$ cat src/sched_pkg.sv
package sched_pkg;

    // datapath widths
    localparam int V_ID_WIDTH    = 32;
    localparam int V_VALUE_WIDTH = 32;

    // buffer sizing, one depth for all three FIFOs
    localparam int FIFO_DEPTH      = 16;
    localparam int FIFO_CNT_WIDTH  = 5;
    localparam int PROG_FULL_LEVEL = 12;

    // high-degree vertices whose edge value is replaced by the vertex id
    localparam int POWERLAW_VTX_NUM = 4;

    // entry 0 is the rightmost word
    localparam logic [POWERLAW_VTX_NUM-1:0][V_ID_WIDTH-1:0] POWERLAW_VTX = {
        32'd9636,
        32'd9395,
        32'd1355,
        32'd2472
    };

    // push record with this id is dropped
    localparam logic [V_ID_WIDTH-1:0] NO_EDGE_ID = '1;

    // push stream record, edge arrives on its own port
    typedef struct packed {
        logic                     push;
        logic [V_ID_WIDTH-1:0]    id;
        logic [V_VALUE_WIDTH-1:0] value;
    } push_rec_t;

    // pull stream record carries its edge target
    typedef struct packed {
        logic                     push;
        logic [V_ID_WIDTH-1:0]    id;
        logic [V_VALUE_WIDTH-1:0] value;
        logic [V_ID_WIDTH-1:0]    edge_id;
    } pull_rec_t;

    // one vertex update towards the next stage
    typedef struct packed {
        logic                     push;
        logic [V_ID_WIDTH-1:0]    id;
        logic [V_VALUE_WIDTH-1:0] value;
        logic                     pull_first;
    } update_t;

endpackage

$ cat src/sync_fifo.sv
`timescale 1ns/1ps

module sync_fifo
    import sched_pkg::*;
#(
    parameter type payload_t = logic
) (
    input  logic                      clk,
    input  logic                      rst,
    input  logic                      wr_en,
    input  payload_t                  wr_data,
    input  logic                      rd_en,
    output payload_t                  rd_data,
    output logic                      empty,
    output logic [FIFO_CNT_WIDTH-1:0] count,
    output logic                      prog_full
);

    logic [$clog2(FIFO_DEPTH)-1:0] wr_ptr;
    logic [$clog2(FIFO_DEPTH)-1:0] rd_ptr;
    payload_t                      mem [FIFO_DEPTH];
    logic                          wr_ok;
    logic                          rd_ok;

    // a write into a full buffer is dropped
    assign wr_ok = wr_en && (count != FIFO_CNT_WIDTH'(FIFO_DEPTH));
    assign rd_ok = rd_en && !empty;

    // storage
    always_ff @(posedge clk) begin
        if (wr_ok) begin
            mem[wr_ptr] <= wr_data;
        end
    end

    // pointers wrap naturally at the power-of-two depth
    always_ff @(posedge clk) begin
        if (rst) begin
            wr_ptr <= '0;
            rd_ptr <= '0;
        end else begin
            if (wr_ok) begin
                wr_ptr <= wr_ptr + 1'b1;
            end
            if (rd_ok) begin
                rd_ptr <= rd_ptr + 1'b1;
            end
        end
    end

    // occupancy
    always_ff @(posedge clk) begin
        if (rst) begin
            count <= '0;
        end else begin
            case ({wr_ok, rd_ok})
                2'b10:   count <= count + 1'b1;
                2'b01:   count <= count - 1'b1;
                default: count <= count;
            endcase
        end
    end

    // show-ahead head of queue
    assign rd_data   = mem[rd_ptr];
    assign empty     = (count == '0);
    assign prog_full = (count >= FIFO_CNT_WIDTH'(PROG_FULL_LEVEL));

endmodule

$ cat src/sched_input.sv
`timescale 1ns/1ps

module sched_input
    import sched_pkg::*;
(
    input  logic                      clk,
    input  logic                      rst,

    // push stream, record and edge written independently
    input  push_rec_t                 push_rec,
    input  logic                      push_rec_valid,
    input  logic [V_ID_WIDTH-1:0]     push_edge,
    input  logic                      push_edge_valid,

    // pull stream
    input  pull_rec_t                 pull_rec,
    input  logic                      pull_rec_valid,

    // pops from the processing part
    input  logic                      push_pop,
    input  logic                      pull_pop,

    output push_rec_t                 push_head,
    output logic [V_ID_WIDTH-1:0]     edge_head,
    output pull_rec_t                 pull_head,
    output logic                      push_rec_empty,
    output logic                      edge_empty,
    output logic                      pull_empty,
    output logic [FIFO_CNT_WIDTH-1:0] edge_count,
    output logic [FIFO_CNT_WIDTH-1:0] pull_count,
    output logic                      stage_full_push,
    output logic                      stage_full_pull
);

    // push records, threshold goes back to the push front
    sync_fifo #(
        .payload_t (push_rec_t)
    ) push_rec_fifo (
        .clk       (clk),
        .rst       (rst),
        .wr_en     (push_rec_valid),
        .wr_data   (push_rec),
        .rd_en     (push_pop),
        .rd_data   (push_head),
        .empty     (push_rec_empty),
        .count     (),
        .prog_full (stage_full_push)
    );

    // push edges, popped together with the records
    sync_fifo #(
        .payload_t (logic [V_ID_WIDTH-1:0])
    ) push_edge_fifo (
        .clk       (clk),
        .rst       (rst),
        .wr_en     (push_edge_valid),
        .wr_data   (push_edge),
        .rd_en     (push_pop),
        .rd_data   (edge_head),
        .empty     (edge_empty),
        .count     (edge_count),
        .prog_full ()
    );

    // pull records
    sync_fifo #(
        .payload_t (pull_rec_t)
    ) pull_rec_fifo (
        .clk       (clk),
        .rst       (rst),
        .wr_en     (pull_rec_valid),
        .wr_data   (pull_rec),
        .rd_en     (pull_pop),
        .rd_data   (pull_head),
        .empty     (pull_empty),
        .count     (pull_count),
        .prog_full (stage_full_pull)
    );

endmodule

$ cat src/sched_select.sv
`timescale 1ns/1ps

module sched_select
    import sched_pkg::*;
(
    input  push_rec_t                 push_head,
    input  logic [V_ID_WIDTH-1:0]     edge_head,
    input  pull_rec_t                 pull_head,
    input  logic                      push_rec_empty,
    input  logic                      edge_empty,
    input  logic                      pull_empty,
    input  logic [FIFO_CNT_WIDTH-1:0] edge_count,
    input  logic [FIFO_CNT_WIDTH-1:0] pull_count,
    input  logic                      next_stage_full,
    output logic                      push_pop,
    output logic                      pull_pop,
    output update_t                   next_update,
    output logic                      next_update_valid
);

    logic push_sel;
    logic pull_sel;
    logic push_edge_pl;
    logic pull_edge_pl;

    // true when the edge target is one of the high-degree vertices
    function automatic logic is_powerlaw(input logic [V_ID_WIDTH-1:0] vid);
        logic hit;
        hit = 1'b0;
        for (int i = 0; i < POWERLAW_VTX_NUM; i++) begin
            if (vid == POWERLAW_VTX[i]) begin
                hit = 1'b1;
            end
        end
        return hit;
    endfunction

    // fuller edge buffer wins, ties go to the pull stream
    assign push_sel = !next_stage_full && !push_rec_empty && !edge_empty &&
                      (edge_count > pull_count);
    assign pull_sel = !next_stage_full && !pull_empty &&
                      (edge_count <= pull_count);

    assign push_pop = push_sel;
    assign pull_pop = pull_sel;

    assign push_edge_pl = is_powerlaw(edge_head);
    assign pull_edge_pl = is_powerlaw(pull_head.edge_id);

    always_comb begin
        next_update       = '0;
        next_update_valid = 1'b0;
        if (push_sel) begin
            if (push_head.push) begin
                // NO_EDGE_ID marks a vertex without out-edges, consumed silently
                if (push_head.id != NO_EDGE_ID) begin
                    next_update.push       = 1'b1;
                    next_update.id         = edge_head;
                    next_update.value      = push_head.value;
                    next_update.pull_first = 1'b0;
                    next_update_valid      = 1'b1;
                end
            end else begin
                next_update.push       = 1'b0;
                next_update.id         = push_head.id;
                next_update.value      = push_edge_pl ? push_head.id : edge_head;
                next_update.pull_first = 1'b0;
                next_update_valid      = 1'b1;
            end
        end else if (pull_sel) begin
            next_update.push       = pull_head.push;
            next_update.id         = pull_head.id;
            next_update.value      = pull_edge_pl ? pull_head.id : pull_head.edge_id;
            next_update.pull_first = 1'b1;
            next_update_valid      = 1'b1;
        end
    end

endmodule

$ cat src/sched_output.sv
`timescale 1ns/1ps

module sched_output
    import sched_pkg::*;
(
    input  logic    clk,
    input  logic    rst,
    input  update_t next_update,
    input  logic    next_update_valid,
    input  logic    push_end,
    input  logic    pull_end,
    input  logic    push_rec_empty,
    input  logic    pull_empty,
    output update_t update,
    output logic    update_valid,
    output logic    iteration_end
);

    logic drained_end;

    // both fronts done and nothing left in the buffers
    assign drained_end = push_end && pull_end && push_rec_empty && pull_empty;

    // processing part drives all-zero fields whenever no update is issued
    always_ff @(posedge clk) begin
        update <= next_update;
    end

    always_ff @(posedge clk) begin
        if (rst) begin
            update_valid <= 1'b0;
        end else begin
            update_valid <= next_update_valid;
        end
    end

    // one-cycle end of iteration
    always_ff @(posedge clk) begin
        if (rst) begin
            iteration_end <= 1'b0;
        end else begin
            iteration_end <= drained_end;
        end
    end

endmodule

$ cat src/scheduler_top.sv
`timescale 1ns/1ps

module scheduler_top
    import sched_pkg::*;
(
    input  logic                  clk,
    input  logic                  rst,
    input  push_rec_t             push_rec,
    input  logic                  push_rec_valid,
    input  logic [V_ID_WIDTH-1:0] push_edge,
    input  logic                  push_edge_valid,
    input  pull_rec_t             pull_rec,
    input  logic                  pull_rec_valid,
    input  logic                  push_end,
    input  logic                  pull_end,
    input  logic                  next_stage_full,
    output logic                  stage_full_push,
    output logic                  stage_full_pull,
    output update_t               update,
    output logic                  update_valid,
    output logic                  iteration_end
);

    push_rec_t                 push_head;
    logic [V_ID_WIDTH-1:0]     edge_head;
    pull_rec_t                 pull_head;
    logic                      push_rec_empty;
    logic                      edge_empty;
    logic                      pull_empty;
    logic [FIFO_CNT_WIDTH-1:0] edge_count;
    logic [FIFO_CNT_WIDTH-1:0] pull_count;
    logic                      push_pop;
    logic                      pull_pop;
    update_t                   next_update;
    logic                      next_update_valid;

    sched_input sched_input_inst (
        .clk             (clk),
        .rst             (rst),
        .push_rec        (push_rec),
        .push_rec_valid  (push_rec_valid),
        .push_edge       (push_edge),
        .push_edge_valid (push_edge_valid),
        .pull_rec        (pull_rec),
        .pull_rec_valid  (pull_rec_valid),
        .push_pop        (push_pop),
        .pull_pop        (pull_pop),
        .push_head       (push_head),
        .edge_head       (edge_head),
        .pull_head       (pull_head),
        .push_rec_empty  (push_rec_empty),
        .edge_empty      (edge_empty),
        .pull_empty      (pull_empty),
        .edge_count      (edge_count),
        .pull_count      (pull_count),
        .stage_full_push (stage_full_push),
        .stage_full_pull (stage_full_pull)
    );

    sched_select sched_select_inst (
        .push_head         (push_head),
        .edge_head         (edge_head),
        .pull_head         (pull_head),
        .push_rec_empty    (push_rec_empty),
        .edge_empty        (edge_empty),
        .pull_empty        (pull_empty),
        .edge_count        (edge_count),
        .pull_count        (pull_count),
        .next_stage_full   (next_stage_full),
        .push_pop          (push_pop),
        .pull_pop          (pull_pop),
        .next_update       (next_update),
        .next_update_valid (next_update_valid)
    );

    sched_output sched_output_inst (
        .clk               (clk),
        .rst               (rst),
        .next_update       (next_update),
        .next_update_valid (next_update_valid),
        .push_end          (push_end),
        .pull_end          (pull_end),
        .push_rec_empty    (push_rec_empty),
        .pull_empty        (pull_empty),
        .update            (update),
        .update_valid      (update_valid),
        .iteration_end     (iteration_end)
    );

endmodule

$ cat config.mk
export PLATFORM = sky130hd
export DESIGN_NAME = scheduler_top
export DESIGN_NICKNAME = d
export VERILOG_FILES = /design/src/sched_pkg.sv /design/src/sync_fifo.sv /design/src/sched_input.sv /design/src/sched_select.sv /design/src/sched_output.sv /design/src/scheduler_top.sv
export SDC_FILE = /design/constraint.sdc
export NUM_CORES = 2
export LEC_CHECK = 0
export BUFFER_PORTS_ARGS = -buffer_cell sky130_fd_sc_hd__buf_2
export CAP_MARGIN = 20
export CORE_MARGIN = 4
export CORE_UTILIZATION = 60
export DETAILED_ROUTE_END_ITERATION = 7
export PLACE_DENSITY = 0.82
export RECOVER_POWER = 25
export SETUP_SLACK_MARGIN = 0.05
export SLEW_MARGIN = 20
export SYNTH_ARGS = -nofsm -noshare
export SYNTH_HDL_FRONTEND = slang
export SYNTH_SLANG_ARGS = --single-unit
$ cat constraint.sdc
create_clock -name clk -period 13.6 [get_ports clk]
set_input_delay 2.72 -clock clk [delete_from_list [all_inputs] [get_ports clk]]
set_output_delay 2.72 -clock clk [all_outputs]
set_load 0.05 [all_outputs]
### After elaboration in Yosys (flattened, before gate mapping)

Memory sizes are Yosys's and may differ from the RTL's. A register that Yosys moved wholly into a read port is not among the register bits.
Cells that the tools add are included.

| storage, ports and cells | value |
|---|---|
| output and inout port bits | 70 |
| memory bits (read-only) | 0 |
| bits in latches | 0 |
| memory bits (writable) | 3104 |
| input port bits | 202 |
| bits in registers | 107 |
| memories kept | 3 |
| logic and storage cells | 109 |

Memories:

| name | words | width | read ports | clocked after Yosys merged registers in | write ports | line | text |
|---|---|---|---|---|---|---|---|
| sched_input_inst.pull_rec_fifo.mem | 16 | 97 | 1 | 1 | 1 | sync_fifo.sv:21 | `payload_t mem [FIFO_DEPTH];` |
| sched_input_inst.push_rec_fifo.mem | 16 | 65 | 1 | 1 | 1 | sync_fifo.sv:21 |  |
| sched_input_inst.push_edge_fifo.mem | 16 | 32 | 1 | 1 | 1 | sync_fifo.sv:21 |  |

| cells by class | value |
|---|---|
| reduce and logical (&&, ||, !) cells | 24 |
| shift-type cells | 0 |
| multipliers | 0 |
| magnitude comparators | 4 |
| equality and inequality tests | 18 |
| bitwise logic cells | 0 |
| add/subtract/negate cells | 12 |
| mux-type cells | 33 |
| div/mod/pow operators | 0 |

Operators with widths:

| cell | number |
|---|---|
| 66-bit 2-to-1 mux | 4 |
| 32-bit by 14-bit equality test with 1-bit output, second input constant | 4 |
| 32-bit by 11-bit equality test with 1-bit output, second input constant | 2 |
| 32-bit by 12-bit equality test with 1-bit output, second input constant | 2 |
| 32-bit 2-to-1 mux | 2 |
| 32-bit != test, second input constant | 1 |
| 5-bit case mux with 2 select lines | 3 |
| 4-bit by 1-bit adder with 4-bit output, second input constant | 6 |
| 4-bit 2-to-1 mux | 6 |
| 1-bit 2-to-1 mux | 18 |
| 5-bit by 1-bit adder with 5-bit output, second input constant | 3 |
| 5-bit logical NOT | 3 |
| 5-bit != test, second input constant | 3 |
| 5-bit by 1-bit subtractor with 5-bit output, second input constant | 3 |
| 1-bit logical AND | 14 |
| 5-bit by 4-bit greater-or-equal comparator with 1-bit output, second input constant | 2 |
| 2-bit by 1-bit equality test with 1-bit output, second input constant | 3 |
| 2-bit equality test, second input constant | 3 |
| 2-bit nonzero test | 3 |
| 5-bit > comparator | 1 |
| 5-bit <= comparator | 1 |
| 1-bit logical NOT | 4 |

### Logic depth before layout (Yosys ltp)

| logic depth | value |
|---|---|
| depth in word-level cells | 8 |
| gate-level depth with buffers | 20 |
| gate-level depth less buffers | 16 |

### Cells and area by module

A second synthesis with hierarchy kept.

| second synthesis, totals | value |
|---|---|
| cells, all modules | 5090 |
| area total of the unflattened synthesis | 123126.8 sq um |

Modules (own cells, without submodules):

| module | sequential area each (sq um) | times used | area each (sq um) | cells each |
|---|---|---|---|---|
| sync_fifo at sched_input_inst.pull_rec_fifo | 46945.0 | 1 | 59105.4 | 2269 |
| sync_fifo at sched_input_inst.push_rec_fifo | 31570.3 | 1 | 39967.1 | 1561 |
| sync_fifo at sched_input_inst.push_edge_fifo | 15715.1 | 1 | 20385.8 | 831 |
| sched_select | 0.0 | 1 | 2283.4 | 358 |
| sched_output | 1361.3 | 1 | 1385.1 | 71 |

### Least setup slack after synthesis

OpenSTA, ideal clock, no wires.

| timing | value |
|---|---|
| kind | input port to flip-flop |
| start | in pull_rec_valid |
| end | mem sched_input_inst.pull_rec_fifo.mem[3][0] (netlist bit) (enable) |
| buffers on the path | 1 |
| data required time | 13032 ps |
| slack | 5187 ps |
| library setup time | 568 ps |
| stages on the path | 4 |
| arrival | 7845 ps |
| cell sequence | a21boi_0 -> clkbuf_1 -> nand2_1 -> nor3_1 |

| between the ends | value |
|---|---|
| word-level cells in the longest chain between the ends | 3 |

Ends and longest elaborated chain:

| what | line | text |
|---|---|---|
| start, declared | scheduler_top.sv:13 | `input logic pull_rec_valid,` |
| 1-bit logical AND | sync_fifo.sv:26 | `assign wr_ok = wr_en && (count != FIFO_CNT_WIDTH'(FIFO_DEPTH));` |
| 1-bit 2-to-1 mux | sync_fifo.sv:31 | `if (wr_ok) begin` |
| 1-bit 2-to-1 mux (not written as such) | sync_fifo.sv:32 | `mem[wr_ptr] <= wr_data;` |
| end, declared | sync_fifo.sv:21 |  |

Every way passes these cells.

==> results.md <==
- Violations in the final reports: design-rule violations
- Routed WL: 303000 microns
- Placer congestion estimate: 0.958
- CTS tree: done
- H-tree levels: 5
- Max clock buf depth: 4
- Footprint of the multi-input gates: 22400 sq um
- Unrepaired setup endpoints after global routing: no
- Top cell type's share of synthesized area: 75.0%
- First-pass GRT wire length: 418000 microns
- Yosys synthesis warning count: 0
- Nets: 5134
- Sink Count: 2711
- Worst reg2reg path depth: 12
- Worst-Skew Late Latency: 0.95 ns
- GRT overflow: 0
- CTS Buf Count: 278
- Syn Nets: 4764
- Crit path DAT: 6.88 ns
- # rows: 152
- Detailed placer's ending HPWL: 150000 microns
- Dpl cells: 6933
- Post-Syn Area: 104000 sq um
- Critical path class: flip-flop to flip-flop
- Setup Skew: 0.0722 ns
- Post-synth EDFFs: 2592
- Die Y-Extent: 424 microns
- Slew @ Worst Pin: 1.33 ns
- Routed length per instance: 40.5 microns
- Crit path time final: 6.11 ns
- Tcrit/Tclk final: 44.9%
- Io pins: 272
- Fillers: 9747
- R2r setup slk: 7.49 ns
- Gr busiest metal: met2
- ANT nets after route: 0
- Initial Utilization: 60.4%
- Sequential fraction of the synthesis area: 77.3%
- Iteration-0 DRC Markers: 10100
- Yosys top cell by area: edfxtp_1
- Synth async-reset ratio: 0%
- Fin. max-slew vios: 0
- HP Class: flip-flop to flip-flop
- Die ar.: 180000 sq um
- Outcome: finished with violations
- Final Hold Viols: 0
- Gr usage total: 33.4%
- Final cell count without fillers: 7473
- Cells after Synth: 4533
- Worst rel slew slack: 10.9%
- Via count: 54400
- Met2 usage: 50.8%
- Area delta synth->final: 12.1%
- Area contributors post-synth: edfxtp_1 (75%), mux4_2 (16%), dfxtp_1 (2.3%), mux2i_1 (0.56%), nor2_1 (0.45%)
- Main synth FF type: edfxtp_1
- Port-buffer cells: 239
- Number of setup buffers added after CTS: 0
- Post-synthesis cell type count: 67
- GRT met1 Usage: 41.4%
- Utilization after layout: 67.7%
- Hold_buf cts: 0
- GR Util met3: 11.0%
- Antenna violations before repair: 100
- Setup TNS: 0 ns
- Final setup viols: 0
- Core Area: 172000 sq um
- Largest net degree at the start of global routing: 110
- CTS clk-pin slew, worst paths: 0.07 ns
- Syn Area/Cell: 22.9 sq um
- Die width: 424 microns
- Cell area power density: 168 nW/um^2
- Layout cells sized above 1: 27.8%
- DRC Markers: 31
- Number of detailed-route iterations in the first pass: 8
- Worst-path fanout max: 49
- Resize count post-CTS: 0
- Peak supply drop: 177 uV
- Reg area: 80300 sq um
- Vias in the first global route: 53400
- Lkg Pwr: 35.7 nW
- FMAX: 0.164 GHz
- Endpoint type of the worst setup path: flip-flop
- Max-cap viol count: 0
- Startpoint class of the critical path: flip-flop
- Hold path depth: 2
- Yosys reg bits: 2711
- CTS Root Cell: clkbuf_16
- Vias per cell: 7.28
- CP Data Required Time: 14.38 ns
layer usage:
metal  vias to the layer above  share of wire (%)
met1                     27800                 31
met3                      1204                 13
met2                      5226                 48
li1                      20100                  -
met5                         -               0.18
met4                        70                8.6
layout by cell type (no fill, tap or decap), types with 58 or more instances in the layout:
cell type and count:
edfxtp_1 2592, buf_4 97, nor2_1 84, dfxtp_1 108
clkbuf_16 283, inv_1 61, mux2i_1 58, diode_2 64
buf_2 128, nand2_1 86, clkbuf_1 161, clkinv_1 65
mux4_2 750, a22oi_1 60
cells by family (layout without fill, tap and decap cells):
group | Yosys count | in the layout | share of synthesized area, %
AOI/OAI and AO/OA | 285 | 285 | 2.09
adders and majority gates | 29 | 29 | 0.350
xor gates and xnor gates | 33 | 33 | 0.279
other | 0 | 64 | 0
buffers and inverters | 314 | 880 | 1.43
DFF | 2711 | 2711 | 77.3
and+or+nand+nor | 353 | 353 | 1.66
muxes | 808 | 808 | 16.8
registers in the layout, indices dropped and copies added, names as in the netlist, named ones only:
name and count:
sched_input_inst.pull_rec_fifo.mem 1040, sched_input_inst.push_rec_fifo.mem 1040, sched_input_inst.push_edge_fifo.mem 512, sched_output_inst.update 66, sched_input_inst.pull_rec_fifo.count 5, sched_input_inst.push_edge_fifo.count 5
sched_input_inst.push_rec_fifo.count 5, sched_input_inst.pull_rec_fifo.rd_ptr 4, sched_input_inst.pull_rec_fifo.wr_ptr 4, sched_input_inst.push_edge_fifo.rd_ptr 4, sched_input_inst.push_edge_fifo.wr_ptr 4, sched_input_inst.push_rec_fifo.rd_ptr 4
sched_input_inst.push_rec_fifo.wr_ptr 4, sched_output_inst.iteration_end 1, sched_output_inst.update_valid 1
final timing paths:
check                                            from                          end
max reg2reg                                 flip-flop  sched_output_inst.update[7]
min          sched_input_inst.pull_rec_fifo.rd_ptr[1]                    flip-flop
max                                         flip-flop  sched_output_inst.update[7]
min reg2reg  sched_input_inst.pull_rec_fifo.rd_ptr[1]                    flip-flop
area by class of cell:
type                       instances  share of cell area, %
sequential                      2711                   69.0
clock buffer                     338                   6.31
timing repair buffer             341                   1.61
inverter                          63                  0.203
clock inverter                   138                  0.964
antenna                           64                  0.138
multi-input combinational       1508                   19.3
tap                             2310                   2.49
where the power goes:
group	switching [W]	internal, W
sequential	0.000224	0.00936
combinational	0.00164	0.000949
clock	0.00320	0.00414
synthesized netlist by cell type (21+ instances only):
library cell	instances
edfxtp_1	2592
mux4_2	750
nor2_1	123
dfxtp_1	119
clkbuf_1	116
nand2_1	86
buf_2	72
inv_1	62
a22oi_1	60
mux2i_1	58
a21oi_1	39
and3_1	36
a221o_1	33
ha_1	29
o21ai_0	28
buf_1	25
o221ai_1	23
xor2_1	21
critical path: stages (launching register included):
cell      delay, ns
dfxtp_4        0.87
buf_4          0.68
buf_4          0.73
mux4_2         0.45
mux4_2         0.42
nand4_1        0.13
or4bb_1        0.57
nor4b_4        0.76
nor2_4         0.17
buf_4          0.35
a32o_1         0.33
a21oi_1        0.24
o211ai_1       0.14
per-stage QoR:
stage,cell area (sq um),power [W],hold WS (ns),setup WS [ns]
global route,116000,0.0200,0.539,7.16
finish,116000,0.0195,0.516,7.49
floorplan,104000,0.0112,0.472,5.19
detailed placement,108000,0.0121,0.491,7.25
CTS,116000,0.0194,0.509,7.55
global placement,108000,0.0120,0.485,7.24
Note: power is estimated with default switching activity, not from simulation.
